`src/csr_index_pkg.sv`:
```
// CSR index engine definitions
`default_nettype none

package csr_index_pkg;

    // ------------------------------
    // Widths
    // ------------------------------
    localparam int PAYLOAD_W  = 64;
    localparam int INDEX_W    = 24;
    localparam int ADDR_W     = 32;
    localparam int DATA_W     = 32;
    localparam int WORD_BYTES = 4;

    // FIFO sizing used by the top level
    localparam int FIFO_DEPTH  = 16;
    localparam int PROG_THRESH = 8;

    // Bit positions in a 64-bit packet
    localparam int DEST_BIT = 63;
    localparam int TAG_HI   = 55;
    localparam int TAG_LO   = 32;
    localparam int LOW_HI   = 31;
    localparam int LOW_LO   = 0;

    // Destination bit values
    localparam logic DEST_CONFIG    = 1'b0;
    localparam logic DEST_GENERATOR = 1'b1;

    // Configuration field codes
    localparam logic [2:0] CFG_START_INDEX = 3'd0;
    localparam logic [2:0] CFG_INDEX_COUNT = 3'd1;
    localparam logic [2:0] CFG_BASE_ADDR   = 3'd2;

    // ------------------------------
    // Memory response views
    // ------------------------------
    typedef struct packed {
        logic              dest;
        logic [2:0]        field;
        logic [27:0]       reserved;
        logic [DATA_W-1:0] value;
    } cfg_word_t;

    typedef struct packed {
        logic               dest;
        logic [6:0]         reserved;
        logic [INDEX_W-1:0] index;
        logic [DATA_W-1:0]  data;
    } data_word_t;

    // Same 64 bits, dest bit shared by both views
    typedef union packed {
        cfg_word_t  cfg;
        data_word_t data;
    } response_word_t;

endpackage

`default_nettype wire

```
`src/packet_fifo.sv`:
```
// Synchronous FWFT packet FIFO
`default_nettype none

module packet_fifo import csr_index_pkg::*; #(
    parameter int DEPTH  = 16,
    parameter int THRESH = 8
) (
    input  wire logic                 ap_clk,
    input  wire logic                 areset_csr_engine,
    input  wire logic                 wr_en_i,
    input  wire logic [PAYLOAD_W-1:0] din_i,
    input  wire logic                 rd_en_i,
    output logic      [PAYLOAD_W-1:0] dout_o,
    output logic                      valid_o,
    output logic                      empty_o,
    output logic                      full_o,
    output logic                      prog_full_o
);

    localparam int PTR_W = (DEPTH > 1) ? $clog2(DEPTH) : 1;
    localparam int CNT_W = $clog2(DEPTH + 1);

    logic [PAYLOAD_W-1:0] mem_q [DEPTH];
    logic [PTR_W-1:0]     wr_ptr_q;
    logic [PTR_W-1:0]     rd_ptr_q;
    logic [CNT_W-1:0]     count_q;

    // Wrap at DEPTH, which need not be a power of two
    function automatic logic [PTR_W-1:0] next_ptr(input logic [PTR_W-1:0] ptr);
        if (ptr == PTR_W'(DEPTH - 1)) begin
            return '0;
        end
        return ptr + 1'b1;
    endfunction

    always_ff @(posedge ap_clk) begin
        if (wr_en_i) begin
            mem_q[wr_ptr_q] <= din_i;
        end
    end

    always_ff @(posedge ap_clk) begin
        if (areset_csr_engine) begin
            wr_ptr_q <= '0;
            rd_ptr_q <= '0;
            count_q  <= '0;
        end else begin
            if (wr_en_i) begin
                wr_ptr_q <= next_ptr(wr_ptr_q);
            end
            if (rd_en_i) begin
                rd_ptr_q <= next_ptr(rd_ptr_q);
            end
            case ({wr_en_i, rd_en_i})
                2'b10:   count_q <= count_q + 1'b1;
                2'b01:   count_q <= count_q - 1'b1;
                default: count_q <= count_q;
            endcase
        end
    end

    // Head word is visible without a read
    assign dout_o      = mem_q[rd_ptr_q];
    assign empty_o     = (count_q == '0);
    assign valid_o     = !empty_o;
    assign full_o      = (count_q == CNT_W'(DEPTH));
    assign prog_full_o = (count_q >= CNT_W'(THRESH));

    a_no_push_full: assert property (@(posedge ap_clk) disable iff (areset_csr_engine)
        full_o |-> !wr_en_i);

    a_no_pop_empty: assert property (@(posedge ap_clk) disable iff (areset_csr_engine)
        empty_o |-> !rd_en_i);

endmodule

`default_nettype wire

```
`src/response_router.sv`:
```
// Response destination router
`default_nettype none

module response_router import csr_index_pkg::*; (
    input  wire logic            ap_clk,
    input  wire logic            areset_csr_engine,
    input  wire logic            fifo_valid_i,
    input  wire response_word_t  fifo_word_i,
    output logic                 fifo_pop_o,
    output logic                 cfg_valid_o,
    output cfg_word_t            cfg_word_o,
    output logic                 gen_valid_o,
    output data_word_t           gen_word_o,
    input  wire logic            gen_accept_i
);

    logic dest;
    logic gen_free;

    assign dest = fifo_word_i[DEST_BIT];

    // Config slot empties every cycle and generator slot only on accept
    assign gen_free   = !gen_valid_o || gen_accept_i;
    assign fifo_pop_o = fifo_valid_i && ((dest == DEST_CONFIG) || gen_free);

    // ------------------------------
    // Holding stages
    // ------------------------------
    always_ff @(posedge ap_clk) begin
        if (areset_csr_engine) begin
            cfg_valid_o <= 1'b0;
            gen_valid_o <= 1'b0;
        end else begin
            cfg_valid_o <= fifo_pop_o && (dest == DEST_CONFIG);
            if (fifo_pop_o && (dest == DEST_GENERATOR)) begin
                gen_valid_o <= 1'b1;
            end else if (gen_accept_i) begin
                gen_valid_o <= 1'b0;
            end
        end
    end

    always_ff @(posedge ap_clk) begin
        if (fifo_pop_o && (dest == DEST_CONFIG)) begin
            cfg_word_o <= fifo_word_i.cfg;
        end
        if (fifo_pop_o && (dest == DEST_GENERATOR)) begin
            gen_word_o <= fifo_word_i.data;
        end
    end

    // A stalled generator word stays in its slot
    a_gen_hold: assert property (@(posedge ap_clk) disable iff (areset_csr_engine)
        gen_valid_o && !gen_accept_i |=> gen_valid_o && $stable(gen_word_o));

endmodule

`default_nettype wire

```
`src/csr_index_config.sv`:
```
// CSR index run configuration
`default_nettype none

module csr_index_config import csr_index_pkg::*; (
    input  wire logic             ap_clk,
    input  wire logic             areset_csr_engine,
    input  wire logic             cfg_valid_i,
    input  wire cfg_word_t        cfg_word_i,
    output logic [INDEX_W-1:0]    start_index_o,
    output logic [INDEX_W-1:0]    index_count_o,
    output logic [ADDR_W-1:0]     base_addr_o,
    output logic                  config_ready_o
);

    // One bit per field, in code order
    logic [2:0] seen_q;

    // ------------------------------
    // Field capture
    // ------------------------------
    always_ff @(posedge ap_clk) begin
        if (cfg_valid_i) begin
            case (cfg_word_i.field)
                CFG_START_INDEX: start_index_o <= cfg_word_i.value[INDEX_W-1:0];
                CFG_INDEX_COUNT: index_count_o <= cfg_word_i.value[INDEX_W-1:0];
                CFG_BASE_ADDR:   base_addr_o   <= cfg_word_i.value[ADDR_W-1:0];
                default: begin
                end
            endcase
        end
    end

    always_ff @(posedge ap_clk) begin
        if (areset_csr_engine) begin
            seen_q <= '0;
        end else if (cfg_valid_i) begin
            case (cfg_word_i.field)
                CFG_START_INDEX: seen_q[0] <= 1'b1;
                CFG_INDEX_COUNT: seen_q[1] <= 1'b1;
                CFG_BASE_ADDR:   seen_q[2] <= 1'b1;
                // Unknown codes leave everything as is
                default:         seen_q    <= seen_q;
            endcase
        end
    end

    // Sticky once all three fields arrived
    assign config_ready_o = &seen_q;

endmodule

`default_nettype wire

```
`src/csr_index_generator.sv`:
```
// CSR index request generator
`default_nettype none

module csr_index_generator import csr_index_pkg::*; (
    input  wire logic                 ap_clk,
    input  wire logic                 areset_csr_engine,
    input  wire logic                 start_i,
    input  wire logic                 config_ready_i,
    input  wire logic [INDEX_W-1:0]   start_index_i,
    input  wire logic [INDEX_W-1:0]   index_count_i,
    input  wire logic [ADDR_W-1:0]    base_addr_i,
    input  wire logic                 req_prog_full_i,
    output logic                      req_push_o,
    output logic      [PAYLOAD_W-1:0] req_payload_o,
    input  wire logic                 gen_valid_i,
    input  wire data_word_t           gen_word_i,
    output logic                      gen_accept_o,
    input  wire logic                 eng_prog_full_i,
    output logic                      eng_push_o,
    output logic      [PAYLOAD_W-1:0] eng_payload_o,
    output logic                      done_o
);

    logic               running_q;
    logic [INDEX_W-1:0] issued_q;
    logic [INDEX_W-1:0] received_q;
    logic [INDEX_W-1:0] start_q;
    logic [INDEX_W-1:0] count_q;
    logic [ADDR_W-1:0]  base_q;
    logic               launch;
    logic               take;
    logic               last_take;
    logic [INDEX_W-1:0] req_index;
    logic [ADDR_W-1:0]  req_addr;

    // Starts while busy or unconfigured are dropped
    assign launch = !running_q && start_i && config_ready_i;

    // ------------------------------
    // Request issue
    // ------------------------------
    assign req_index  = start_q + issued_q;
    assign req_addr   = base_q + ADDR_W'(req_index) * ADDR_W'(WORD_BYTES);
    assign req_push_o = running_q && (issued_q != count_q) && !req_prog_full_i;

    always_comb begin
        req_payload_o                = '0;
        req_payload_o[TAG_HI:TAG_LO] = req_index;
        req_payload_o[LOW_HI:LOW_LO] = req_addr;
    end

    // ------------------------------
    // Response forwarding
    // ------------------------------
    assign gen_accept_o = !eng_prog_full_i;
    assign take         = gen_valid_i && gen_accept_o;
    assign eng_push_o   = take;
    assign last_take    = take && (received_q == count_q - 1'b1);

    always_comb begin
        eng_payload_o                = '0;
        eng_payload_o[TAG_HI:TAG_LO] = gen_word_i.index;
        eng_payload_o[LOW_HI:LOW_LO] = gen_word_i.data;
    end

    // Run fields held for the whole run
    always_ff @(posedge ap_clk) begin
        if (launch) begin
            start_q <= start_index_i;
            count_q <= index_count_i;
            base_q  <= base_addr_i;
        end
    end

    always_ff @(posedge ap_clk) begin
        if (areset_csr_engine) begin
            running_q  <= 1'b0;
            issued_q   <= '0;
            received_q <= '0;
        end else if (launch) begin
            // Zero count stays idle, so done never drops
            running_q  <= (index_count_i != '0);
            issued_q   <= '0;
            received_q <= '0;
        end else if (running_q) begin
            if (req_push_o) begin
                issued_q <= issued_q + 1'b1;
            end
            if (take) begin
                received_q <= received_q + 1'b1;
            end
            if (last_take) begin
                running_q <= 1'b0;
            end
        end
    end

    assign done_o = !running_q;

    // Data words only answer requests of the active run
    a_no_data_idle: assert property (@(posedge ap_clk) disable iff (areset_csr_engine)
        take |-> running_q);

endmodule

`default_nettype wire

```
`src/engine_csr_index.sv`:
```
// CSR index engine top level
`default_nettype none

module engine_csr_index import csr_index_pkg::*; (
    input  wire logic                 ap_clk,
    input  wire logic                 areset_csr_engine,
    input  wire logic                 response_valid_i,
    input  wire logic [PAYLOAD_W-1:0] response_payload_i,
    input  wire logic                 start_i,
    input  wire logic                 request_rd_en_i,
    output logic                      request_valid_o,
    output logic      [PAYLOAD_W-1:0] request_payload_o,
    input  wire logic                 engine_rd_en_i,
    output logic                      engine_valid_o,
    output logic      [PAYLOAD_W-1:0] engine_payload_o,
    output logic                      response_prog_full_o,
    output logic                      done_o
);

    // Registered inputs
    logic                 response_valid_q;
    logic [PAYLOAD_W-1:0] response_payload_q;
    logic                 start_q;
    logic                 request_rd_en_q;
    logic                 engine_rd_en_q;

    // Response path
    logic [PAYLOAD_W-1:0] resp_dout;
    logic                 resp_valid;
    logic                 resp_prog_full;
    logic                 resp_pop;
    response_word_t       resp_word;
    logic                 cfg_valid;
    cfg_word_t            cfg_word;
    logic                 gen_valid;
    data_word_t           gen_word;
    logic                 gen_accept;

    // Run fields
    logic [INDEX_W-1:0]   start_index;
    logic [INDEX_W-1:0]   index_count;
    logic [ADDR_W-1:0]    base_addr;
    logic                 config_ready;

    // Output paths
    logic                 req_push;
    logic [PAYLOAD_W-1:0] req_payload;
    logic [PAYLOAD_W-1:0] req_dout;
    logic                 req_empty;
    logic                 req_prog_full;
    logic                 req_pop;
    logic                 eng_push;
    logic [PAYLOAD_W-1:0] eng_payload;
    logic [PAYLOAD_W-1:0] eng_dout;
    logic                 eng_empty;
    logic                 eng_prog_full;
    logic                 eng_pop;
    logic                 gen_done;

    // ------------------------------
    // Input registers
    // ------------------------------
    always_ff @(posedge ap_clk) begin
        if (areset_csr_engine) begin
            response_valid_q <= 1'b0;
            start_q          <= 1'b0;
            request_rd_en_q  <= 1'b0;
            engine_rd_en_q   <= 1'b0;
        end else begin
            response_valid_q <= response_valid_i;
            start_q          <= start_i;
            request_rd_en_q  <= request_rd_en_i;
            engine_rd_en_q   <= engine_rd_en_i;
        end
    end

    always_ff @(posedge ap_clk) begin
        response_payload_q <= response_payload_i;
    end

    // ------------------------------
    // Output registers
    // ------------------------------
    // Valid strobes mark exactly the popped words
    always_ff @(posedge ap_clk) begin
        if (areset_csr_engine) begin
            request_valid_o      <= 1'b0;
            engine_valid_o       <= 1'b0;
            response_prog_full_o <= 1'b0;
            done_o               <= 1'b1;
        end else begin
            request_valid_o      <= req_pop;
            engine_valid_o       <= eng_pop;
            response_prog_full_o <= resp_prog_full;
            done_o               <= gen_done;
        end
    end

    always_ff @(posedge ap_clk) begin
        request_payload_o <= req_dout;
        engine_payload_o  <= eng_dout;
    end

    assign req_pop   = !req_empty && request_rd_en_q;
    assign eng_pop   = !eng_empty && engine_rd_en_q;
    assign resp_word = resp_dout;

    // ------------------------------
    // FIFOs
    // ------------------------------
    packet_fifo #(.DEPTH(FIFO_DEPTH), .THRESH(PROG_THRESH)) u_response_fifo (
        .ap_clk(ap_clk), .areset_csr_engine(areset_csr_engine),
        .wr_en_i(response_valid_q), .din_i(response_payload_q), .rd_en_i(resp_pop),
        .dout_o(resp_dout), .valid_o(resp_valid), .empty_o(), .full_o(),
        .prog_full_o(resp_prog_full)
    );

    packet_fifo #(.DEPTH(FIFO_DEPTH), .THRESH(PROG_THRESH)) u_request_fifo (
        .ap_clk(ap_clk), .areset_csr_engine(areset_csr_engine),
        .wr_en_i(req_push), .din_i(req_payload), .rd_en_i(req_pop),
        .dout_o(req_dout), .valid_o(), .empty_o(req_empty), .full_o(),
        .prog_full_o(req_prog_full)
    );

    packet_fifo #(.DEPTH(FIFO_DEPTH), .THRESH(PROG_THRESH)) u_engine_fifo (
        .ap_clk(ap_clk), .areset_csr_engine(areset_csr_engine),
        .wr_en_i(eng_push), .din_i(eng_payload), .rd_en_i(eng_pop),
        .dout_o(eng_dout), .valid_o(), .empty_o(eng_empty), .full_o(),
        .prog_full_o(eng_prog_full)
    );

    // ------------------------------
    // Routing, configuration, generation
    // ------------------------------
    response_router u_router (
        .ap_clk(ap_clk), .areset_csr_engine(areset_csr_engine),
        .fifo_valid_i(resp_valid), .fifo_word_i(resp_word), .fifo_pop_o(resp_pop),
        .cfg_valid_o(cfg_valid), .cfg_word_o(cfg_word),
        .gen_valid_o(gen_valid), .gen_word_o(gen_word), .gen_accept_i(gen_accept)
    );

    csr_index_config u_config (
        .ap_clk(ap_clk), .areset_csr_engine(areset_csr_engine),
        .cfg_valid_i(cfg_valid), .cfg_word_i(cfg_word),
        .start_index_o(start_index), .index_count_o(index_count),
        .base_addr_o(base_addr), .config_ready_o(config_ready)
    );

    csr_index_generator u_generator (
        .ap_clk(ap_clk), .areset_csr_engine(areset_csr_engine),
        .start_i(start_q), .config_ready_i(config_ready),
        .start_index_i(start_index), .index_count_i(index_count), .base_addr_i(base_addr),
        .req_prog_full_i(req_prog_full), .req_push_o(req_push), .req_payload_o(req_payload),
        .gen_valid_i(gen_valid), .gen_word_i(gen_word), .gen_accept_o(gen_accept),
        .eng_prog_full_i(eng_prog_full), .eng_push_o(eng_push), .eng_payload_o(eng_payload),
        .done_o(gen_done)
    );

endmodule

`default_nettype wire

```
`config.mk`:
```
export PLATFORM = sky130hd
export DESIGN_NAME = engine_csr_index
export DESIGN_NICKNAME = d
export VERILOG_FILES = /design/src/csr_index_pkg.sv /design/src/packet_fifo.sv /design/src/response_router.sv /design/src/csr_index_config.sv /design/src/csr_index_generator.sv /design/src/engine_csr_index.sv
export SDC_FILE = /design/constraint.sdc
export NUM_CORES = 2
export LEC_CHECK = 0
export BUFFER_PORTS_ARGS = -buffer_cell sky130_fd_sc_hd__buf_2
export CAP_MARGIN = 5
export CORE_MARGIN = 2
export CORE_UTILIZATION = 50
export DETAILED_ROUTE_END_ITERATION = 7
export PLACE_DENSITY = 0.66
export SLEW_MARGIN = 20
export SYNTH_ARGS = -nofsm -noshare
export SYNTH_HDL_FRONTEND = slang
export SYNTH_SLANG_ARGS = --single-unit
export TNS_END_PERCENT = 20
```
`constraint.sdc`:
```
create_clock -name ap_clk -period 7.26 [get_ports ap_clk]
set_input_delay 0.726 -clock ap_clk [delete_from_list [all_inputs] [get_ports ap_clk]]
set_output_delay 0.726 -clock ap_clk [all_outputs]
set_load 0.02 [all_outputs]
```
==> results.yml <==
clock_tree:
  hold_buffers: 63
  clk_latency_ns: 0.96
  clk_pin_slew_worst_paths_ns: 0.06
  cts_tree: "yes"
  cts_root_buf: "clkbuf_16"
  cts_buffers: 342
  cts_htree_levels: 5
  postCtsSetupRepairBufs: 0
  clockBufferDepth: 4
  ctsResizeCount: 0
  clock_sinks: 3280
routing:
  wl_per_cell_um: 29.1
  wirelength_um: 271000
  detail-route-antenna-nets: 0
  dr.first_iter.drc_count: 5831
  via_per_inst: 6.02
  first_pass_iters: 5
  dr_total_vias: 56000
  drc: 0
power_and_ir_drop:
  sequentialPowerShare_pct: 52.1
  swShare_pct: 23.2
  p_clk_share_pct: 38.2
  vdd_drop_max_uv: 240
  p_leak_nw: 43.7
  pwr-share-comb_pct: 9.7
  power_switching_w: 0.0103
  p_int_w: 0.0342
  powerDensity_mw_per_mm2: 319
timing:
  worst_slew_pin_slew_ns: 1.15
  fin_crit_sh_pct: 80.7
  setup_tns_ns: 0
  fmax_mhz: 171
  slew_headroom_pct: 23.1
  setup_viol: 0
  slew_viol_final: 0
  timing.final.hold_violations: 0
  rsz0062_at_grt: "no"
  fin_skew_ns: 0.0818
  finalCriticalPeriod_ns: 5.86
grt:
  grt-ovfl-total: 0
  grt_max_degree: 147
  grt_pass1_wl_um: 394000
  grt_usage_pct: 21.8
  antenna_found_initial: 17
  grt_pass1_vias: 57000
synthesis:
  synth_warnings: 0
  postSynthCellCount: 5341
  ys_top_cells_by_count: "edfxtp_1 (3003), mux4_2 (860), dfxtp_1 (277)"
  yosysMostFrequentCell: "edfxtp_1"
  yosysSeqAreaShare_pct: 78.2
  yosys.area.top_type_share_pct: 73.7
  ys.flop_type: "edfxtp_1"
  synth.cell_area_mm2: 0.122
  synthSimpleGateAreaFrac_pct: 1.86
  synthAdderAreaFrac_pct: 0.879
  async_flop_share_pct: 0
  synth_area_leaders: "edfxtp_1 (74%), mux4_2 (16%), dfxtp_1 (4.5%), ha_1 (0.80%), xor2_1 (0.59%)"
  synth_top_family_by_area: "multiplexers"
  avgSynthCellArea_um2: 22.9
  synth_edf_count: 3003
  synth_compound_area_share_pct: 1.08
  synth_cell_types: 63
  muxShareOfSynthArea_pct: 15.9
  yosys.area.top_type: "edfxtp_1"
  synth_xor_area_share_pct: 1.13
  synth_seq_cells: 3280
setup_path:
  cp-startpoint: "u_generator.issued_q[0]"
  cp.arrival_ns: 6.44
  critPathKind: "register to register"
  cp_slowest_cell: "o311ai_0"
  r2r-start: "u_generator.issued_q[0]"
  crit_required_ns: 7.84
  start_kind: "register"
  slowest_delay_ns: 0.92
  critical_path_buf_inv_count: 3
  path_delay_family: "compound AO/OA/AOI/OAI gates"
  path_cells: "ha_1, inv_1, fa_1, nor2b_1, o31a_1, o21a_1, nor2_1, o21bai_1, a21oi_1, xnor2_1, buf_4, ha_1, inv_1, a21oi_1, nand4bb_1, a2111o_1, a31oi_1, o311ai_0, nand2_1, a311o_1"
  worst-path-max-fanout: 17
  end_kind: "register"
placed_design:
  dp_cells: 8623
  portBuffers: 181
  gp_congestion: 0.815
  placed_cell_area_mm2: 0.128
  hpwl_um: 148000
floorplan:
  fp.dieH_um: 499
  io_pins: 202
  row_count: 181
  core_mm2: 0.243
  die-area_mm2: 0.249
  initial_utilization_pct: 50.3
  die_x_um: 499
run_status:
  run_status: "complete, no violations"
cells_and_area:
  syn2layout_area_growth_pct: 14.0
  fin_nets: 5985
  fill_cells: 17300
  stdcell_area_mm2: 0.140
  layoutNonFillerInstCount: 9308
  drive_gt1_share_pct: 28.9
min_path:
  hold_path_class: "input port to register"
  min-delay-start: "response_valid_i"
flow_run:
  drv_cap: 0
[power by group through the flow]
stage	clock network [W]	logic [W]	registers, W
after floorplan	0	0.00285	0.0232
after global placement	0	0.00431	0.0236
after detailed placement	0	0.00433	0.0237
after CTS	0.0173	0.00436	0.0233
after global routing	0.0181	0.00459	0.0234
final	0.0170	0.00432	0.0232
[worst reg2reg max path: stages, from the launching register on]
cell	delay, ns
dfxtp_1	0.48
ha_1	0.26
inv_1	0.06
fa_1	0.40
nor2b_1	0.16
o31a_1	0.24
o21a_1	0.14
nor2_1	0.06
o21bai_1	0.17
a21oi_1	0.11
xnor2_1	0.13
buf_4	0.19
ha_1	0.39
inv_1	0.10
a21oi_1	0.19
nand4bb_1	0.25
a2111o_1	0.20
a31oi_1	0.18
o311ai_0	0.92
nand2_1	0.26
a311o_1	0.61
[area by class of cell]
class	instances	area, um^2	area share (%)
timing repair buffer	377	2630	1.88
clock buffer	495	9840	7.05
multi-input combinational	1788	26000	18.6
sequential	3280	95800	68.6
inverter	43	163	0.117
tap	3202	4010	2.87
clock inverter	115	1160	0.833
antenna	8	20.0	0.0143
[logic make-up (layout without fill, tap and decap cells)]
group / Yosys count / count (layout)
xor gates and xnor gates: 158 / 158
AOI/OAI and AO/OA: 213 / 213
adders and majority gates: 83 / 83
muxes: 870 / 870
and+or+nand+nor: 448 / 448
DFF: 3280 / 3280
other: 1 / 24
buffers and inverters: 288 / 1030
[worst paths after layout]
check	to	slack [ns]	depth (start not counted)
max reg2reg	u_request_fifo.mem_q[8][31]	1.40	20
min reg2reg	u_generator.base_q[2]	0.38	0
min	response_valid_q	0.17	2
max	u_request_fifo.mem_q[8][31]	1.40	20
[per-stage QoR]
| stage | worst slack (ns) | util, % | power (W) | hold WS (ns) |
|---|---|---|---|---|
| floorplan | 1.40 | - | 0.0260 | 0.400 |
| global placement | 1.71 | 52.5 | 0.0279 | 0.401 |
| detailed placement | 1.41 | 52.5 | 0.0280 | 0.405 |
| CTS | 1.42 | 57.3 | 0.0450 | 0.111 |
| global route | 1.13 | 57.4 | 0.0460 | 0.122 |
| finish | 1.40 | 57.4 | 0.0446 | 0.173 |
[metal layers]
| metal | wire [um] | track usage (%) |
|---|---|---|
| met4 | 6250 | 5.58 |
| met5 | 13 | 0 |
| met2 | 134000 | 35.3 |
| met3 | 17300 | 3.06 |
| met1 | 113000 | 31.5 |
[registers in the layout, summed over array words and instances (netlist names), 5 cells and up, named ones only]
register                 cells
u_response_fifo.mem_q      960
u_engine_fifo.mem_q        896
u_response_fifo.count_q      5
u_request_fifo.count_q       5
u_config.base_addr_o        32
u_generator.issued_q        24
request_payload_o           56
u_router.gen_word_o         56
u_engine_fifo.count_q        5
u_generator.received_q      24
u_request_fifo.mem_q       896
u_config.index_count_o      24
u_generator.base_q          32
response_payload_q          60
u_router.cfg_word_o         35
u_config.start_index_o      24
u_generator.start_q         24
u_generator.count_q         24
engine_payload_o            56
[cell usage in the layout, fill, tap and decap left out, types with 13 or more instances in the layout]
cell type,Yosys,final
clkinv_2,0,46
edfxtp_1,3003,3003
dfxtp_1,277,265
inv_1,43,41
or3_1,19,19
xnor2_1,76,64
clkinv_1,0,28
nand3_1,32,32
a21o_1,21,21
mux4_2,860,860
nor3_1,32,28
clkbuf_8,0,58
a31oi_1,16,16
nor2b_1,13,13
dlygate4sd3_1,0,63
buf_2,2,181
clkbuf_16,0,348
bufinv_16,0,20
and2_4,0,28
clkbuf_1,150,89
nand2_1,78,78
nor2_1,135,122
a21oi_1,85,83
xor2_1,82,77
nand4_1,17,17
conb_1,1,16
o21ai_0,40,40
and3_1,20,16
nor2_4,0,13
buf_4,16,124
nand2b_1,14,14
ha_1,78,78
nor4_1,20,20
Power figures use the tool's default switching activity.
